File: src/sms_pkg.sv
package sms_pkg;

	// ==============================
	// Download indices
	// ==============================
	localparam logic [7:0] IDX_SMS     = 8'd1;    // Master System cartridge
	localparam logic [7:0] IDX_GG      = 8'd2;    // Game Gear cartridge
	localparam logic [7:0] IDX_SYSMODE = 8'd4;
	localparam logic [7:0] IDX_DSW     = 8'd254;
	localparam logic [7:0] IDX_CODE    = 8'd255;  // Cheat records

	// Copier header in front of some images
	localparam int HEADER_BYTES = 512;

	// ==============================
	// Clock enable sequencer
	// ==============================
	localparam int CE_PERIOD    = 30;  // clk_sys cycles per sequence
	localparam int CE_VDP_STEP  = 5;
	localparam int CE_PIX_STEP  = 10;
	localparam int CE_CPU_STEP  = 15;
	localparam int CE_CPU_PHASE = 9;   // CPU slot within its step

	// ==============================
	// Types
	// ==============================
	typedef logic [24:0] ioctl_addr_t;  // Host byte address
	typedef logic [23:0] rom_waddr_t;   // External memory write address
	typedef logic [21:0] rom_addr_t;    // ROM read address
	typedef logic [7:0]  byte_t;
	typedef logic [4:0]  ce_cnt_t;

	// One cheat code, flags in the top word
	typedef struct packed {
		logic [31:0] flags;
		logic [31:0] address;
		logic [31:0] compare;
		logic [31:0] replace;
	} cheat_code_t;

endpackage

File: src/dl_if.sv
`timescale 1ns/1ps

interface dl_if (
	input logic clk_sys,
	input logic reset
);
	import sms_pkg::*;

	// Host download bus
	logic        download;
	logic        wr;
	ioctl_addr_t addr;
	byte_t       dout;
	byte_t       index;

	logic cart_sel;    // Cartridge image bytes
	logic code_sel;    // Cheat record bytes
	logic download_q;  // Download level, one cycle late

	assign code_sel = download && (index == IDX_CODE);
	assign cart_sel = download && (index != IDX_CODE) &&
		(index != IDX_SYSMODE) && (index != IDX_DSW);

	always_ff @(posedge clk_sys) begin
		if (reset) begin
			download_q <= 1'b0;
		end else begin
			download_q <= download;
		end
	end

	modport host (output download, wr, addr, dout, index);
	modport sink (input download, wr, addr, dout, index, cart_sel, code_sel, download_q);

endinterface

File: src/ce_gen.sv
`timescale 1ns/1ps

module ce_gen (
	input  logic clk_sys,
	input  logic reset,
	output logic ce_cpu,
	output logic ce_vdp,
	output logic ce_pix,
	output logic ce_sp
);
	import sms_pkg::*;

	ce_cnt_t cnt;
	ce_cnt_t cnt_inc;

	assign cnt_inc = cnt + 1'b1;

	// ==============================
	// Phase sequencer
	// ==============================
	// VDP every 5, pixel every 10, CPU at counts 9 and 24
	always_ff @(posedge clk_sys) begin
		if (reset) begin
			cnt    <= '0;
			ce_cpu <= 1'b0;
			ce_vdp <= 1'b0;
			ce_pix <= 1'b0;
			ce_sp  <= 1'b0;
		end else begin
			if (cnt == ce_cnt_t'(CE_PERIOD - 1)) begin
				cnt <= '0;
			end else begin
				cnt <= cnt_inc;
			end

			ce_vdp <= (int'(cnt_inc) % CE_VDP_STEP) == 0;
			ce_pix <= (int'(cnt_inc) % CE_PIX_STEP) == 0;
			ce_cpu <= (int'(cnt) % CE_CPU_STEP) == CE_CPU_PHASE;  // Phase kept for HCounter
			ce_sp  <= cnt[0];  // Half-rate sound enable
		end
	end

	// Pixel slots must line up with VDP slots
	pix_on_vdp: assert property (
		@(posedge clk_sys) disable iff (reset) ce_pix |-> ce_vdp
	) else $error("ce_gen: ce_pix without ce_vdp");

endmodule

File: src/cart_loader.sv
`timescale 1ns/1ps

module cart_loader (
	input  logic                clk_sys,
	input  logic                reset,
	dl_if.sink                  dl,
	input  logic                rom_ack,
	output logic                rom_req,
	output sms_pkg::rom_waddr_t rom_waddr,
	output logic                ioctl_wait
);

	logic cart_start;  // First cycle of a cart download
	logic cart_wr;
	logic acked;       // Memory caught up with the request

	assign cart_start = dl.cart_sel & ~dl.download_q;
	assign cart_wr    = dl.wr & dl.cart_sel;
	assign acked      = (rom_req == rom_ack);

	// ==============================
	// Toggle request / acknowledge
	// ==============================
	// Each byte flips rom_req, memory answers by flipping rom_ack.
	// The write address only moves on once the byte is accepted.
	always_ff @(posedge clk_sys) begin
		if (reset) begin
			ioctl_wait <= 1'b0;
			rom_req    <= 1'b0;
			rom_waddr  <= '0;
		end else begin
			if (cart_wr) begin
				ioctl_wait <= 1'b1;      // Hold host off
				rom_req    <= ~rom_req;
			end else if (ioctl_wait && acked) begin
				ioctl_wait <= 1'b0;
				rom_waddr  <= rom_waddr + 1'b1;
			end

			// New image starts at the bottom of memory
			if (cart_start) begin
				rom_waddr <= '0;
			end
		end
	end

	// Host has to respect the wait level
	no_wr_in_wait: assert property (
		@(posedge clk_sys) disable iff (reset) ioctl_wait |-> !dl.wr
	) else $error("cart_loader: host write while ioctl_wait is high");

endmodule

File: src/cart_mapper.sv
`timescale 1ns/1ps

module cart_mapper (
	input  logic               clk_sys,
	input  logic               reset,
	dl_if.sink                 dl,
	input  sms_pkg::rom_addr_t core_rom_addr,
	output sms_pkg::rom_addr_t rom_raddr,
	output logic               gg_mode
);
	import sms_pkg::*;

	rom_addr_t img_mask;     // OR of all written addresses
	rom_addr_t hdr_mask;     // Same, header stripped
	logic      hdr_flag;     // Image carries a copier header
	logic      cart_active;  // Cart download in progress
	logic      cart_wr;
	logic      cart_end;
	rom_addr_t wr_addr;
	rom_addr_t hdr_addr;

	assign cart_wr  = dl.wr & dl.cart_sel;
	assign cart_end = cart_active & dl.download_q & ~dl.download;
	assign wr_addr  = dl.addr[$bits(rom_addr_t)-1:0];
	assign hdr_addr = wr_addr - rom_addr_t'(HEADER_BYTES);

	always_ff @(posedge clk_sys) begin
		if (reset) begin
			img_mask    <= '0;
			hdr_mask    <= '0;
			hdr_flag    <= 1'b0;
			gg_mode     <= 1'b0;
			cart_active <= 1'b0;
		end else begin
			if (dl.cart_sel && !dl.download_q) begin
				cart_active <= 1'b1;
			end else if (cart_end) begin
				cart_active <= 1'b0;
			end

			if (cart_wr) begin
				img_mask <= (dl.addr == '0) ? '0 : (img_mask | wr_addr);
				hdr_mask <= (dl.addr == ioctl_addr_t'(HEADER_BYTES)) ?
					'0 : (hdr_mask | hdr_addr);
				gg_mode  <= (dl.index == IDX_GG);
			end

			// Address at the end equals image size
			if (cart_end) begin
				hdr_flag <= dl.addr[$clog2(HEADER_BYTES)];
			end
		end
	end

	// Core read address, skipping the header when present
	always_ff @(posedge clk_sys) begin
		if (hdr_flag) begin
			rom_raddr <= (core_rom_addr + rom_addr_t'(HEADER_BYTES)) & hdr_mask;
		end else begin
			rom_raddr <= core_rom_addr & img_mask;
		end
	end

endmodule

File: src/cheat_loader.sv
`timescale 1ns/1ps

module cheat_loader (
	input  logic                 clk_sys,
	input  logic                 reset,
	dl_if.sink                   dl,
	output sms_pkg::cheat_code_t cheat_code,
	output logic                 cheat_strobe
);
	import sms_pkg::*;

	cheat_code_t hold;       // Record being assembled
	cheat_code_t hold_next;
	logic        code_wr;
	logic        last_wr;    // Byte 15 closes the record
	logic [3:0]  offset;
	logic [6:0]  bit_pos;

	assign code_wr = dl.wr & dl.code_sel;
	assign offset  = dl.addr[3:0];
	assign last_wr = code_wr && (offset == 4'hF);

	// Flags sit in the top word, so the word number counts down.
	// Within a word bytes go in LSB first.
	assign bit_pos = {~offset[3:2], offset[1:0], 3'b000};

	always_comb begin
		hold_next = hold;
		hold_next[bit_pos +: 8] = dl.dout;
	end

	always_ff @(posedge clk_sys) begin
		if (code_wr) begin
			hold <= hold_next;
		end
		if (last_wr) begin
			cheat_code <= hold_next;  // Include the final byte
		end
	end

	always_ff @(posedge clk_sys) begin
		if (reset) begin
			cheat_strobe <= 1'b0;
		end else begin
			cheat_strobe <= last_wr;
		end
	end

	// One strobe per record
	single_strobe: assert property (
		@(posedge clk_sys) disable iff (reset) cheat_strobe |=> !cheat_strobe
	) else $error("cheat_loader: cheat_strobe held for two cycles");

endmodule

File: src/sms_glue_top.sv
`timescale 1ns/1ps

module sms_glue_top (
	input  logic                 clk_sys,
	input  logic                 reset,

	// Host download bus
	input  logic                 ioctl_download,
	input  logic                 ioctl_wr,
	input  sms_pkg::ioctl_addr_t ioctl_addr,
	input  sms_pkg::byte_t       ioctl_dout,
	input  sms_pkg::byte_t       ioctl_index,
	output logic                 ioctl_wait,

	// External ROM memory, write data is ioctl_dout
	output logic                 rom_req,
	input  logic                 rom_ack,
	output sms_pkg::rom_waddr_t  rom_waddr,
	input  sms_pkg::rom_addr_t   core_rom_addr,
	output sms_pkg::rom_addr_t   rom_raddr,
	output logic                 gg_mode,

	output sms_pkg::cheat_code_t cheat_code,
	output logic                 cheat_strobe,

	// Core clock enables
	output logic                 ce_cpu,
	output logic                 ce_vdp,
	output logic                 ce_pix,
	output logic                 ce_sp
);

	// ==============================
	// Download bus
	// ==============================
	dl_if dl (
		.clk_sys (clk_sys),
		.reset   (reset)
	);

	assign dl.download = ioctl_download;
	assign dl.wr       = ioctl_wr;
	assign dl.addr     = ioctl_addr;
	assign dl.dout     = ioctl_dout;
	assign dl.index    = ioctl_index;

	// ==============================
	// Blocks
	// ==============================
	ce_gen u_ce_gen (
		.clk_sys (clk_sys),
		.reset   (reset),
		.ce_cpu  (ce_cpu),
		.ce_vdp  (ce_vdp),
		.ce_pix  (ce_pix),
		.ce_sp   (ce_sp)
	);

	cart_loader u_cart_loader (
		.clk_sys    (clk_sys),
		.reset      (reset),
		.dl         (dl.sink),
		.rom_ack    (rom_ack),
		.rom_req    (rom_req),
		.rom_waddr  (rom_waddr),
		.ioctl_wait (ioctl_wait)
	);

	cart_mapper u_cart_mapper (
		.clk_sys       (clk_sys),
		.reset         (reset),
		.dl            (dl.sink),
		.core_rom_addr (core_rom_addr),
		.rom_raddr     (rom_raddr),
		.gg_mode       (gg_mode)
	);

	cheat_loader u_cheat_loader (
		.clk_sys      (clk_sys),
		.reset        (reset),
		.dl           (dl.sink),
		.cheat_code   (cheat_code),
		.cheat_strobe (cheat_strobe)
	);

endmodule

File: config.mk
export PLATFORM = sky130hd
export DESIGN_NAME = sms_glue_top
export DESIGN_NICKNAME = d
export VERILOG_FILES = /design/src/sms_pkg.sv /design/src/dl_if.sv /design/src/ce_gen.sv /design/src/cart_loader.sv /design/src/cart_mapper.sv /design/src/cheat_loader.sv /design/src/sms_glue_top.sv
export SDC_FILE = /design/constraint.sdc
export NUM_CORES = 1
export LEC_CHECK = 0
export CAP_MARGIN = 20
export CORE_MARGIN = 2
export CORE_UTILIZATION = 56
export CTS_BUF_LIST = sky130_fd_sc_hd__clkbuf_4
export DETAILED_ROUTE_END_ITERATION = 16
export DONT_BUFFER_PORTS = 1
export PLACE_DENSITY_LB_ADDON = 0.3
export SLEW_MARGIN = 10
export SYNTH_ARGS = -nofsm -noshare
export SYNTH_HDL_FRONTEND = slang
export SYNTH_SLANG_ARGS = --single-unit
File: constraint.sdc
create_clock -name clk_sys -period 17 [get_ports clk_sys]
set_input_delay 0.85 -clock clk_sys [delete_from_list [all_inputs] [get_ports clk_sys]]
set_output_delay 0.85 -clock clk_sys [all_outputs]
set_load 0.005 [all_outputs]
==> impl_metrics.py, run 1 <==
metrics = {
    "status": {
        "status": "finished clean",
    },
    "global_routing": {
        "grt_pass1_wl_um": 49900,
        "antenna_found_initial": 5,
        "grt_pass1_vias": 9102,
        "grt_max_degree": 130,
        "grt_usage_pct": 22.9,
        "grt_overflow": 0,
    },
    "synthesis": {
        "ys_types": 70,
        "synth_edf_count": 256,
        "synth_top_family_by_area": "simple AND/OR/NAND/NOR gates",
        "syn-instance-count": 1206,
        "synth_seq_cells": 362,
        "synth_xor_area_share_pct": 3.22,
        "yosys_warnings": 0,
        "synthFlopType": "edfxtp_1",
        "synth_simple_gate_area_share_pct": 13.5,
        "syn_avg_cell_area_um2": 12.1,
        "synth.area.mux_share_pct": 4.73,
        "synth_compound_area_share_pct": 7.76,
        "ys_async_sr_fraction_pct": 0,
        "synth_area_um2": 14600,
        "syn-num-nets": 1294,
        "seq_area_frac_synth_pct": 67.0,
        "synthAdderAreaFrac_pct": 1.71,
    },
    "clock_network": {
        "cts.sinks": 362,
        "cts_root_buf": "clkbuf_4",
        "clk_pin_slew_worst_paths_ns": 0.06,
        "numCtsBuffers": 90,
        "postCtsSetupRepairBufs": 0,
        "worst_skew_pair.late_latency_ns": 0.71,
        "hold_buffers": 0,
        "cts_resized": 0,
        "htree_levels": 3,
        "cts_tree": "yes",
        "clock_path_buffers": 3,
    },
    "critical_path": {
        "crit_arrival_ns": 4.96,
        "slowest_delay_ns": 0.69,
        "r2r_end": "u_ce_gen.ce_vdp$_SDFF_PP0_",
        "worst-path-buf-inv": 0,
        "worst_r2r_startpoint": "u_ce_gen.cnt[0]$_SDFF_PP0_",
        "critical_path_required_ns": 17.59,
        "startpoint_type": "register",
        "crit_family": "simple AND/OR/NAND/NOR gates",
        "r2r_slack_ns": 12.63,
        "crit_cells": 15,
        "endpoint": "u_ce_gen.ce_vdp$_SDFF_PP0_",
        "crit_slowest_cell": "dfxtp_1",
        "cp_common_cell": "nor2_1",
        "crit_type": "reg -> reg",
        "cp-startpoint": "u_ce_gen.cnt[0]$_SDFF_PP0_",
        "critPathMaxFanout": 16,
        "end_kind": "register",
        "crit_chain": "ha_1 -> xnor2_2 -> nor2_1 -> nor3_1 -> ha_1 -> nor2b_1 -> o32ai_1 -> o22ai_2 -> nor2_1 -> nor2_1 -> nor2_1 -> ha_1 -> o2111ai_1 -> or4b_1 -> a211oi_1",
        "reg2regPathDepth": 15,
    },
    "layout": {
        "final_cell_mix": "edfxtp_1, nand2_1, nor2_1, clkbuf_4, dfxtp_1",
        "layout-drive-gt1-share_pct": 16.5,
        "syn2layout_area_growth_pct": 10.2,
        "final_common_cell": "edfxtp_1",
        "finalNetCount": 1341,
        "design_area_um2": 16100,
    },
    "timing": {
        "hold_ws_ns": 0.229,
        "rsz0062_at_grt": "no",
        "maxSlewHeadroom_pct": 26.9,
        "clock.fmax_mhz": 229,
        "tightest_slew_ns": 1.10,
        "hold_violations": 0,
        "setup_viol": 0,
        "fin_ws_ns": 12.63,
        "finalCriticalPeriod_ns": 4.37,
        "slew_violations": 0,
        "post-route-period-util_pct": 25.7,
        "finClkSkew_ns": 0.0266,
        "fin_setup_tns_ns": 0,
    },
    "placement": {
        "dp.final_hpwl_um": 21200,
        "gp_congestion": 0.849,
        "place_area_um2": 14900,
        "io_buffer_count": 0,
        "pre_cts_ws_ns": 12.63,
    },
    "floorplanning": {
        "io_pins": 250,
        "start_util_pct": 56.6,
        "core_area_um2": 25800,
        "die_h_um": 166,
        "dieArea_um2": 27400,
        "die_w_um": 166,
        "row_count": 59,
    },
    "power_and_ir_drop": {
        "ir_drop_uv": 67.8,
        "power.density_nw_per_um2": 109,
        "power.total_w": 0.00176,
        "cellLeakagePower_nw": 5.61,
    },
    "detailed_routing": {
        "dr.pass1.iters": 5,
        "viasPerCell": 5.67,
        "route.detailed.drc": 0,
        "ant_nets": 0,
        "first_iter_violations": 939,
        "vias": 9451,
        "drt_wl_total_um": 31900,
        "wl_per_cell_um": 19.1,
    },
    "flow_run": {
        "drv_cap": 0,
    },
    "hold_path": {
        "whs_path_depth": 1,
        "worstHoldPathType": "in -> reg",
    },
}
## cell families after synthesis
kind of cell,Yosys count
AND/OR/NAND/NOR,438
flip-flops,362
AO/OA/AOI/OAI,196
buffers and inverters,75
multiplexers,63
XOR/XNOR,52
adder cells (fa/ha/maj),20
## where the power goes
group	internal (W)	switching (W)	total, W	leakage [nW]
Sequential	0.000945	0.00000746	0.000952	3.17
Clock	0.000391	0.000346	0.000737	0.707
Combinational	0.0000272	0.0000436	0.0000709	1.74
## routing by layer
layer,GRT usage [%],vias to the layer above,wire length [µm]
met1,29.9,4503,13200
met3,7.46,45,2890
met2,36.7,396,15300
met5,0,-,23
li1,-,4503,-
met4,7.07,4,461
## per-stage QoR
step	util (%)	std cells
after floorplan	-	1206
after global placement	57.7	1496
after detailed placement	57.7	1496
after CTS	62.3	1662
after global routing	62.4	1665
final	62.4	1667
## worst reg2reg max path, stage by stage (launching register included)
cell,delay (ns)
dfxtp_1,0.69
ha_1,0.56
xnor2_2,0.23
nor2_1,0.13
nor3_1,0.45
ha_1,0.25
nor2b_1,0.13
o32ai_1,0.11
o22ai_2,0.25
nor2_1,0.17
nor2_1,0.14
nor2_1,0.08
ha_1,0.28
o2111ai_1,0.12
or4b_1,0.48
a211oi_1,0.22
## layout make-up
class	count	area [µm²]
Sequential cell	362	9810
Fill cell	2031	9720
Multi-Input combinational cell	769	4530
Clock buffer	132	991
Tap cell	335	419
Clock inverter	34	210
Inverter	23	86.3
Timing Repair Buffer	7	65.1
Antenna cell	5	12.5
## cells in the mapped netlist (all sizes together) (3+ instances only)
cell	count	share of area (%)
mux2	49	3.8
xnor2	39	2.4
nand2	181	4.6
or3	7	0.33
and2	7	0.31
and4	4	0.24
nand3	31	1.1
nand4b	4	0.24
a31oi	3	0.13
nor2b	18	0.77
o32ai	3	0.18
nor4	4	0.27
inv	23	0.59
xor2	13	0.78
a311oi	3	0.22
nor2	132	3.4
nor3	15	0.51
and3	6	0.26
a21oi	59	2.0
o21ai	98	3.4
or4	6	0.33
clkbuf	45	1.2
o21bai	3	0.15
nand2b	5	0.21
o22ai	3	0.17
mux2i	14	0.96
nand4	6	0.26
dfxtp	106	15
edfxtp	256	53
ha	20	1.7
nand3b	3	0.15
buf	7	0.26
## worst min-delay path by stage
stage                                                 start                                endpoint
floorplan           u_cart_mapper.img_mask[10]$_SDFFE_PP0P_     u_cart_mapper.rom_raddr[10]$_DFF_P_
finish                                                reset  u_cheat_loader.cheat_strobe$_SDFF_PP0_
global route                                          reset  u_cart_mapper.cart_active$_SDFFE_PP0P_
CTS                                                   reset      u_cart_mapper.gg_mode$_SDFFE_PP0P_
global placement     u_cart_mapper.hdr_mask[2]$_SDFFE_PP0P_  u_cart_mapper.hdr_mask[2]$_SDFFE_PP0P_
detailed placement  u_cart_mapper.img_mask[18]$_SDFFE_PP0P_     u_cart_mapper.rom_raddr[18]$_DFF_P_
## state kept, by name, summed over array words and instances, names as in the netlist
name	cells
u_ce_gen.ce_vdp	1
u_cart_mapper.img_mask	22
u_cart_mapper.gg_mode	1
u_ce_gen.ce_pix	1
u_cart_mapper.hdr_flag	1
u_ce_gen.ce_sp	1
u_cart_loader.rom_req	1
dl.download_q	1
u_cheat_loader.cheat_code	128
u_cart_loader.ioctl_wait	1
u_cart_mapper.hdr_mask	22
u_cart_mapper.rom_raddr	22
u_cheat_loader.cheat_strobe	1
u_ce_gen.cnt	5
u_cart_loader.rom_waddr	24
u_cart_mapper.cart_active	1
u_cheat_loader.hold	128
u_ce_gen.ce_cpu	1
No activity file was read; power rests on OpenSTA's default activity.
==> run 2, diff against run 1 <==
- clock period: 17 -> 3.9 ns (I/O delays scaled with it)
==> impl_metrics.py, run 2 (synthesized netlist as in run 1, its figures left out) <==
metrics = {
    "status": {
        "status": "finished clean",
    },
    "placement": {
        "io_buffer_count": 0,
        "place_area_um2": 15000,
        "gp_congestion": 0.829,
        "dp.final_hpwl_um": 21600,
    },
    "critical_path": {
        "startpoint_type": "register",
        "cp_common_cell": "ha_1",
        "crit_chain": "ha_1 -> or3b_2 -> a21oi_2 -> nor3_2 -> ha_1 -> nor2b_1 -> o32ai_2 -> o22ai_2 -> nor3_2 -> nor2_1 -> ha_1 -> o2111ai_1 -> or4b_1 -> a211oi_1",
        "crit_arrival_ns": 4.16,
        "worst_r2r_startpoint": "u_ce_gen.cnt[1]$_SDFF_PP0_",
        "cp-startpoint": "u_ce_gen.cnt[1]$_SDFF_PP0_",
        "crit_type": "reg -> reg",
        "end_kind": "register",
        "crit_slowest_cell": "or3b_2",
        "critical_path_required_ns": 4.49,
        "critPathMaxFanout": 6,
        "slowest_delay_ns": 0.50,
    },
    "power_and_ir_drop": {
        "cellLeakagePower_nw": 5.94,
        "power.density_nw_per_um2": 453,
        "ir_drop_uv": 283,
    },
    "clock_network": {
        "clk_pin_slew_worst_paths_ns": 0.07,
        "worst_skew_pair.late_latency_ns": 0.67,
        "clock_path_buffers": 3,
        "cts_tree": "yes",
        "postCtsSetupRepairBufs": 0,
        "numCtsBuffers": 91,
        "cts_root_buf": "clkbuf_4",
        "htree_levels": 3,
        "cts.sinks": 362,
    },
    "detailed_routing": {
        "route.detailed.drc": 0,
        "drt_wl_total_um": 35000,
        "viasPerCell": 5.75,
        "wl_met2_um": 17000,
        "wl_met3_um": 3030,
        "wl_per_cell_um": 20.2,
        "top_layer": "met4",
        "dr.pass1.iters": 5,
        "drt-met1-wl_um": 14300,
        "vias": 9953,
        "ant_nets": 0,
        "first_iter_violations": 902,
    },
    "floorplanning": {
        "start_util_pct": 56.6,
        "row_count": 59,
        "io_pins": 250,
        "die_h_um": 166,
        "core_area_um2": 25800,
        "dieArea_um2": 27400,
        "die_w_um": 166,
    },
    "global_routing": {
        "grt_pass1_wl_um": 55100,
        "grt_usage_pct": 25.2,
        "grt_overflow": 0,
        "antenna_found_initial": 1,
        "grt_pass1_vias": 9964,
        "grt_max_degree": 129,
    },
    "timing": {
        "finalCriticalPeriod_ns": 3.57,
        "rsz0062_at_grt": "no",
        "fin_setup_tns_ns": 0,
        "setup_viol": 0,
        "hold_ws_ns": 0.0852,
        "slew_violations": 0,
        "hold_violations": 0,
        "tightest_slew_ns": 0.949,
        "post-route-period-util_pct": 91.5,
        "maxSlewHeadroom_pct": 36.7,
        "finClkSkew_ns": 0.0324,
        "clock.fmax_mhz": 280,
    },
    "hold_path": {
        "hold_start": "ioctl_addr[3]",
        "worstHoldPathType": "in -> reg",
    },
    "layout": {
        "final_cell_mix": "edfxtp_1, nand2_1, nor2_1, clkbuf_4, dfxtp_1",
        "layout-drive-gt1-share_pct": 16.5,
        "fin_util_pct": 65.1,
        "biggestRegsByFlops": "u_cheat_loader.cheat_code (128), u_cheat_loader.hold (128), u_cart_loader.rom_waddr (24)",
        "final_common_cell": "edfxtp_1",
        "design_area_um2": 16800,
        "finalNetCount": 1420,
        "syn2layout_area_growth_pct": 15.0,
    },
    "flow_run": {
        "drv_cap": 0,
    },
}
==> run 2: path summary, 6_finish.rpt <==
| check | slack [ns] | depth (start not counted) | endpoint |
|---|---|---|---|
| setup / recovery | 0.33 | 14 | u_ce_gen.ce_vdp$_SDFF_PP0_ |
| hold / removal | 0.09 | 1 | u_cheat_loader.cheat_code[34]$_DFFE_PP_ |
| setup reg to reg | 0.33 | 14 | u_ce_gen.ce_vdp$_SDFF_PP0_ |
| hold reg to reg | 0.47 | 2 | u_cart_mapper.img_mask[2]$_SDFFE_PP0P_ |
==> run 2: worst max-delay path: cells and delay by family, from the launching register on <==
family	cells	cell delay [ns]
compound gates	5	0.94
fa+ha+maj	3	0.70
flops	1	0.35
simple gates	6	1.49
==> run 2: final cells by class <==
type / count / area, µm²
Multi-Input combinational cell: 769 / 4570
Clock buffer: 132 / 991
Fill cell: 1972 / 9010
Clock inverter: 21 / 105
Tap cell: 335 / 419
Sequential cell: 362 / 9810
Timing Repair Buffer: 85 / 838
Inverter: 23 / 86.3
Antenna cell: 3 / 7.51
==> run 2: repair_timing <==
| item | in CTS | in global routing |
|---|---|---|
| gates resized for setup | 0 | 4 |
| hold buffers | 70 | 0 |
| hold endpoints to repair | 388 | 0 |
| setup endpoints to repair | 0 | 1 |
==> run 2: stage by stage <==
step / total power, W / instances / worst slack (ns)
6_report: 0.00762 / 1730 / 0.331
2_1_floorplan: 0.00448 / 1206 / -2.17
3_5_place_dp: 0.00455 / 1504 / 0.156
5_1_grt: 0.00797 / 1730 / 0.0116
3_3_place_gp: 0.00454 / 1504 / 0.256
4_1_cts: 0.00768 / 1727 / 0.121
==> run 2: metal layers <==
metal,GRT usage (%),up-vias
met4,8.02,0
li1,-,4622
met5,0,-
met2,41.7,508
met1,32.1,4764
met3,7.53,59
==> run 2: where the power goes <==
group / switching [W] / internal [W] / total (W) / leakage [nW]
combinational: 0.000257 / 0.000170 / 0.000427 / 2.12
clock: 0.00149 / 0.00156 / 0.00305 / 0.658
sequential: 0.0000275 / 0.00412 / 0.00415 / 3.17
